**config.mk**
```make
export PLATFORM = sky130hd
export DESIGN_NAME = bnn_out_top
export DESIGN_NICKNAME = d
export VERILOG_FILES = /design/src/bnn_pkg.sv /design/src/xnor_core.sv /design/src/seq_ctrl.sv /design/src/sign_counter.sv /design/src/dst_buf.sv /design/src/bnn_out_top.sv
export SDC_FILE = /design/constraint.sdc
export NUM_CORES = 2
export LEC_CHECK = 0
export BUFFER_PORTS_ARGS = -buffer_cell sky130_fd_sc_hd__buf_2
export CAP_MARGIN = 15
export CORE_ASPECT_RATIO = 1.25
export CORE_MARGIN = 2
export CORE_UTILIZATION = 60
export DETAILED_ROUTE_END_ITERATION = 16
export PLACE_DENSITY = 0.77
export SYNTH_ARGS = -nofsm -noshare
export SYNTH_HDL_FRONTEND = slang
export SYNTH_SLANG_ARGS = --single-unit
```
**constraint.sdc**
```tcl
create_clock -name clk -period 7.1 [get_ports clk]
set_input_delay 1.065 -clock clk [delete_from_list [all_inputs] [get_ports clk]]
set_output_delay 1.065 -clock clk [all_outputs]
set_load 0.01 [all_outputs]
```
**src/bnn_pkg.sv**
```systemverilog
package bnn_pkg;

    //////////////////////////////
    // stream interface
    //////////////////////////////

    // fixed by the downstream consumer
    localparam int unsigned STREAM_W = 64;

    //////////////////////////////
    // ping-pong bank select
    //////////////////////////////

    // names the bank that is accumulating now
    // the other one holds the last finished frame
    typedef enum logic {
        BANK_0 = 1'b0,
        BANK_1 = 1'b1
    } bank_sel_e;

    //////////////////////////////
    // control and data structs
    //////////////////////////////

    // sequencer to destination buffer
    typedef struct packed {
        // product beat present on result
        logic      acc_v;
        // last beat of the frame
        logic      s_fin;
        // bank that takes this beat
        bank_sel_e bank;
    } acc_ctrl_t;

    // one output word, valid for a single cycle
    typedef struct packed {
        logic                valid;
        logic [STREAM_W-1:0] data;
    } stream_out_t;

endpackage

```
**src/xnor_core.sv**
```systemverilog
`timescale 1ns/1ps

module xnor_core #(
    parameter int unsigned NEURONS = 32
) (
    input  logic               clk,
    input  logic               arst_n,
    input  logic               in_v,
    input  logic               in_act,
    input  logic [NEURONS-1:0] in_w,
    output logic [NEURONS-1:0] result,
    output logic               res_v
);

    //////////////////////////////
    // binarized multiply
    //////////////////////////////

    // +1/-1 encoded as 1/0, so the product is an xnor
    // one activation bit fans out to every neuron
    logic [NEURONS-1:0] act_rep;
    logic [NEURONS-1:0] prod;

    // replicate the activation across the weight word
    assign act_rep = {NEURONS{in_act}};

    // bit i is one when act and weight i agree
    assign prod = ~(act_rep ^ in_w);

    //////////////////////////////
    // pipeline register
    //////////////////////////////

    // valid strobe, cleared by reset
    always_ff @(posedge clk or negedge arst_n) begin
        if (!arst_n) begin
            res_v <= 1'b0;
        end else begin
            res_v <= in_v;
        end
    end

    // product payload, only loaded on a beat
    // holds its value between beats
    always_ff @(posedge clk) begin
        if (in_v) begin
            result <= prod;
        end
    end

endmodule

```
**src/seq_ctrl.sv**
```systemverilog
`timescale 1ns/1ps

module seq_ctrl #(
    parameter int unsigned VEC_LEN = 64
) (
    input  logic              clk,
    input  logic              arst_n,
    input  logic              res_v,
    output bnn_pkg::acc_ctrl_t ctrl
);

    import bnn_pkg::*;

    // enough bits for 0 .. VEC_LEN-1
    localparam int unsigned BEAT_W = $clog2(VEC_LEN);

    // index of the last beat in a frame
    localparam logic [BEAT_W-1:0] LAST_BEAT = BEAT_W'(VEC_LEN - 1);

    //////////////////////////////
    // beat counter
    //////////////////////////////

    // number of product beats seen in the current frame
    logic [BEAT_W-1:0] beat_cnt;

    // bank currently accumulating
    bank_sel_e         bank;

    // last beat of the frame is on result now
    logic              last_beat;

    assign last_beat = res_v && (beat_cnt == LAST_BEAT);

    // count only product beats, gaps leave it alone
    // wrap at frame end so the next beat starts a new frame
    always_ff @(posedge clk or negedge arst_n) begin
        if (!arst_n) begin
            beat_cnt <= '0;
        end else if (res_v) begin
            if (last_beat) begin
                beat_cnt <= '0;
            end else begin
                beat_cnt <= beat_cnt + 1'b1;
            end
        end
    end

    //////////////////////////////
    // ping-pong select
    //////////////////////////////

    // flip on every frame end
    // next frame lands in the other bank with no idle cycle
    always_ff @(posedge clk or negedge arst_n) begin
        if (!arst_n) begin
            bank <= BANK_0;
        end else if (last_beat) begin
            bank <= (bank == BANK_0) ? BANK_1 : BANK_0;
        end
    end

    //////////////////////////////
    // control word
    //////////////////////////////

    // purely combinational, adds no latency to result
    always_comb begin
        ctrl       = '0;
        ctrl.acc_v = res_v;
        ctrl.s_fin = last_beat;
        // bank seen by this beat, the flip takes effect after it
        ctrl.bank  = bank;
    end

endmodule

```
**src/sign_counter.sv**
```systemverilog
`timescale 1ns/1ps

module sign_counter #(
    parameter int unsigned CNT_W = 8
) (
    input  logic clk,
    input  logic arst_n,
    input  logic result_bit,
    input  logic acc_v,
    input  logic active,
    input  logic s_fin,
    output logic sign_bit
);

    // unit step of the accumulator
    localparam logic signed [CNT_W-1:0] STEP = CNT_W'(1);

    //////////////////////////////
    // plus/minus accumulator
    //////////////////////////////

    // signed popcount, wide enough for +-VEC_LEN
    // so no saturation logic needed
    logic signed [CNT_W-1:0] cnt;
    logic signed [CNT_W-1:0] cnt_nxt;

    // enabled only while this bank is selected
    logic                    en;

    assign en = acc_v && active;

    // count with the current beat folded in
    always_comb begin
        cnt_nxt = cnt;
        if (en) begin
            if (result_bit) begin
                cnt_nxt = cnt + STEP;
            end else begin
                cnt_nxt = cnt - STEP;
            end
        end
    end

    // clear on the last beat, the sign is taken from cnt_nxt
    always_ff @(posedge clk or negedge arst_n) begin
        if (!arst_n) begin
            cnt <= '0;
        end else if (en) begin
            if (s_fin) begin
                cnt <= '0;
            end else begin
                cnt <= cnt_nxt;
            end
        end
    end

    // binarized activation, a tie counts as nonnegative
    assign sign_bit = ~cnt_nxt[CNT_W-1];

endmodule

```
**src/dst_buf.sv**
```systemverilog
`timescale 1ns/1ps

module dst_buf #(
    parameter int unsigned NEURONS = 32,
    parameter int unsigned VEC_LEN = 64
) (
    input  logic                clk,
    input  logic                arst_n,
    input  logic [NEURONS-1:0]  result,
    input  bnn_pkg::acc_ctrl_t  ctrl,
    input  logic                rd_req,
    output bnn_pkg::stream_out_t stream
);

    import bnn_pkg::*;

    // signed range -VEC_LEN .. +VEC_LEN plus a sign bit
    localparam int unsigned CNT_W = $clog2(VEC_LEN + 1) + 1;

    //////////////////////////////
    // bank enables
    //////////////////////////////

    logic act_0;
    logic act_1;

    assign act_0 = (ctrl.bank == BANK_0);
    assign act_1 = (ctrl.bank == BANK_1);

    // sign vectors, one per bank
    logic [NEURONS-1:0] sign_0;
    logic [NEURONS-1:0] sign_1;

    //////////////////////////////
    // bank 0 counters
    //////////////////////////////

    for (genvar i = 0; i < NEURONS; i++) begin : gen_bank0
        sign_counter #(
            .CNT_W (CNT_W)
        ) cnt_i (
            .clk        (clk),
            .arst_n     (arst_n),
            .result_bit (result[i]),
            .acc_v      (ctrl.acc_v),
            .active     (act_0),
            .s_fin      (ctrl.s_fin),
            .sign_bit   (sign_0[i])
        );
    end

    //////////////////////////////
    // bank 1 counters
    //////////////////////////////

    for (genvar j = 0; j < NEURONS; j++) begin : gen_bank1
        sign_counter #(
            .CNT_W (CNT_W)
        ) cnt_i (
            .clk        (clk),
            .arst_n     (arst_n),
            .result_bit (result[j]),
            .acc_v      (ctrl.acc_v),
            .active     (act_1),
            .s_fin      (ctrl.s_fin),
            .sign_bit   (sign_1[j])
        );
    end

    //////////////////////////////
    // latched sign buffers
    //////////////////////////////

    // finished frame words, upper bits stay zero
    // reset to zero so an early read returns all zeros
    logic [STREAM_W-1:0] buf_0;
    logic [STREAM_W-1:0] buf_1;

    always_ff @(posedge clk or negedge arst_n) begin
        if (!arst_n) begin
            buf_0 <= '0;
            buf_1 <= '0;
        end else if (ctrl.s_fin) begin
            // only the bank that just finished is latched
            if (act_0) begin
                buf_0 <= STREAM_W'(sign_0);
            end else begin
                buf_1 <= STREAM_W'(sign_1);
            end
        end
    end

    //////////////////////////////
    // stream output register
    //////////////////////////////

    logic                out_v;
    logic [STREAM_W-1:0] out_d;

    // one-cycle valid per read strobe
    always_ff @(posedge clk or negedge arst_n) begin
        if (!arst_n) begin
            out_v <= 1'b0;
        end else begin
            out_v <= rd_req;
        end
    end

    // send the bank that is not accumulating
    // at the latch edge the select has not flipped yet,
    // so a read there still sees the previous frame
    always_ff @(posedge clk) begin
        if (rd_req) begin
            out_d <= act_0 ? buf_1 : buf_0;
        end
    end

    assign stream.valid = out_v;
    assign stream.data  = out_d;

endmodule

```
**src/bnn_out_top.sv**
```systemverilog
`timescale 1ns/1ps

module bnn_out_top #(
    parameter int unsigned NEURONS = 32,
    parameter int unsigned VEC_LEN = 64
) (
    input  logic                 clk,
    input  logic                 arst_n,
    input  logic                 in_v,
    input  logic                 in_act,
    input  logic                 rd_req,
    input  logic [NEURONS-1:0]   in_w,
    output bnn_pkg::stream_out_t stream
);

    import bnn_pkg::*;

    //////////////////////////////
    // internal wires
    //////////////////////////////

    // registered products and their strobe
    logic [NEURONS-1:0] result;
    logic               res_v;

    // beat marking and bank select
    acc_ctrl_t          ctrl;

    //////////////////////////////
    // multiply stage
    //////////////////////////////

    xnor_core #(
        .NEURONS (NEURONS)
    ) xnor_i (
        .clk    (clk),
        .arst_n (arst_n),
        .in_v   (in_v),
        .in_act (in_act),
        .in_w   (in_w),
        .result (result),
        .res_v  (res_v)
    );

    //////////////////////////////
    // frame sequencer
    //////////////////////////////

    seq_ctrl #(
        .VEC_LEN (VEC_LEN)
    ) seq_i (
        .clk    (clk),
        .arst_n (arst_n),
        .res_v  (res_v),
        .ctrl   (ctrl)
    );

    //////////////////////////////
    // accumulate and output
    //////////////////////////////

    dst_buf #(
        .NEURONS (NEURONS),
        .VEC_LEN (VEC_LEN)
    ) dst_i (
        .clk    (clk),
        .arst_n (arst_n),
        .result (result),
        .ctrl   (ctrl),
        .rd_req (rd_req),
        .stream (stream)
    );

endmodule

```
==> out/metrics.yaml <==
start_util_pct: 60.70
yosysWarningCount: 0
met3_usage_pct: 2.981
syn2layout_area_growth_pct: 8.206
cts_resized: 0
setup_viol: 0
hold_class: "primary input to asynchronous set/reset pin"
cts_tree: "built"
crit_path_start_kind: "register"
fin_crit_ns: 3.519
drc: 0
die-width_um: 243.6
antenna_left: 0
drt_first_pass_iters: 7
fin_setup_tns_ns: 0
max_cap_violations: 0
ir_drop_mv: 0.2150
cp-end-kind: "register"
regToRegSetupSlack_ns: 3.58
syn_avg_cell_area_um2: 9.191
rr_endpoint: "dst_i.gen_bank1[29].cnt_i.cnt[4]"
synth_top_area_share_pct: 34.01
ys_seq_elements: 649
outcome: "finished, final reports clean"
row_count: 109
grt_pass1_wl_um: 162000
dr.first_iter.drc_count: 2066
crit_slowest_cell: "buf_4"
core-area_um2: 70920
ioPinCount: 102
crit_chain: "nand4_2, or2_4, nand3_4, buf_4, o21ai_0"
area.sequential_um2: 16560
yosysMostFrequentCell: "nand2_1"
drive_gt1_share_pct: 6.440
synth_edf_count: 64
pre_cts_ws_ns: 3.579
grt_usage_pct: 26.00
via_count: 34680
max_slew_margin_pct: 25.69
cts_buffers: 72
gr-usage-met1_pct: 32.92
insertedDiodeCount: 0
cts.sinks: 649
period_share_pct: 49.56
cp.arrival_ns: 3.97
cts_hold_buf: 0
power_mw: 18.18
holdWs_ns: 0.3930
syn-cell-area_um2: 43040
port_buffers: 69
fin_area_um2: 46580
final_core_util_pct: 65.68
clk_pin_slew_ns: 0.06
cts_buffer_depth: 3
stdcell_count: 5679
htree_levels: 3
worst-setup-path-type: "register to register"
ys.flop_type: "dfrtp_1"
vias_per_cell: 6.106
synth_area_leaders: "dfrtp_1 (34%), ha_1 (11%), o21ai_0 (6.3%)"
rsz0062_at_grt: "false"
ys_seq_area_share_pct: 38.47
leakage_nw: 21.28
clock.fmax_mhz: 284.2
synth_area_leader_cell: "dfrtp_1"
cts_setup_buffers: 0
num-fill-cells: 5848
die_area_um2: 73910
grt.overflow.total: 0
p_per_area_nw_per_um2: 390.3
hold_viol: 0
synth_cells: 4683
dpl.hpwl_um: 57870
skew_ns: 0.01883
multi_input_area_um2: 24810
dp_cells: 5546
r2r_start: "xnor_i.res_v"
nets: 5163
clock-root-buffer: "clkbuf_16"
postLayoutSetupSlackWorst_ns: 3.581
gp_congestion: 0.7981
die_h_um: 303.5
reg2reg_depth: 5
critPathMaxFanout: 81
busiest_layer: "met2"
maxSlewViolCount: 0
ys_types: 44
clk_latency_ns: 0.62
placed_area_um2: 43980
cp_data_required_time_ns: 7.55
worst_pin_slew_ns: 1.111
antenna_found_initial: 0
async_flop_share_pct: 90.14
drt-total-wl_um: 95070
wire_per_inst_um: 16.74
synthTopCellsByCount: "nand2_1 (716), dfrtp_1 (585), o21ai_0 (546), ha_1 (385), a21oi_1 (269)"
grt.met2_usage_pct: 46.76
max_stage_delay_ns: 0.83
grt_max_degree: 179
first_global_vias: 34310
## layer usage
layer / vias to the layer above / wire [um] / share of wire (%)
li1: 17040 / - / -
met1: 16890 / 42190 / 44
met2: 596 / 47070 / 50
met3: 159 / 3617 / 3.8
met4: 0 / 2194 / 2.3
met5: - / 0 / 0
## sequential cells by signal (all words and copies together) (netlist names)
register,count
dst_i.gen_bank0.cnt_i.cnt,256
dst_i.buf_1,32
xnor_i.result,32
seq_i.bank,1
seq_i.beat_cnt,6
dst_i.out_v,1
dst_i.buf_0,32
dst_i.out_d,32
xnor_i.res_v,1
dst_i.gen_bank1.cnt_i.cnt,256
## area by class of cell
cell class / count / area share, %
repair buffers: 90 / 1.241
inverters: 226 / 1.821
multi-input cells: 3638 / 53.26
clock buffers: 108 / 4.736
well taps: 943 / 2.533
flip-flops and latches: 649 / 35.56
clock inverters: 25 / 0.8408
## worst max path at each step
stage / from / cells past startpoint / to
2_1_floorplan: xnor_i.result[0] / 8 / dst_i.buf_1[0]
3_3_place_gp: seq_i.beat_cnt[0] / 7 / dst_i.gen_bank1[3].cnt_i.cnt[7]
3_5_place_dp: xnor_i.res_v / 5 / dst_i.gen_bank1[4].cnt_i.cnt[5]
4_1_cts: xnor_i.res_v / 5 / dst_i.gen_bank1[29].cnt_i.cnt[4]
5_1_grt: xnor_i.res_v / 5 / dst_i.gen_bank1[7].cnt_i.cnt[3]
6_report: xnor_i.res_v / 5 / dst_i.gen_bank1[29].cnt_i.cnt[4]
## placed cells by master (no fill, tap or decap), drive strengths merged, types with 65 or more instances in the layout
| cell | instances |
|---|---|
| nand2 | 716 |
| buf | 90 |
| o31a | 73 |
| nand4 | 67 |
| xnor2 | 162 |
| o21ai | 547 |
| dfrtp | 585 |
| nor2 | 164 |
| o31ai | 140 |
| a21o | 84 |
| nor2b | 129 |
| nand3 | 66 |
| clkbuf | 108 |
| ha | 385 |
| or3 | 65 |
| inv | 229 |
| a21oi | 269 |
| xor2 | 65 |
## report_power, final
group / switching [mW] / internal, mW
logic: 4.37 / 3.67
registers: 0.989 / 5.03
clock network: 1.60 / 2.52
total: 6.96 / 11.2
## worst max-delay path: cells and delay by family (launching register included)
| kind | cells | cell delay (ns) |
|---|---|---|
| and+or+nand+nor | 3 | 1.57 |
| buffers and inverters | 1 | 0.83 |
| DFF | 1 | 0.65 |
| AOI/OAI and AO/OA | 1 | 0.25 |
## cell families after synthesis
logic type | count (synthesis) | share of synthesized area, %
xor gates and xnor gates | 227 | 4.619
DFF | 649 | 38.47
buffers and inverters | 427 | 4.293
AOI/OAI and AO/OA | 1497 | 22.30
and+or+nand+nor | 1400 | 15.27
adders and majority gates | 449 | 14.17
other | 1 | 0.008712
muxes | 33 | 0.8633
(Power assumes the default switching activity.)
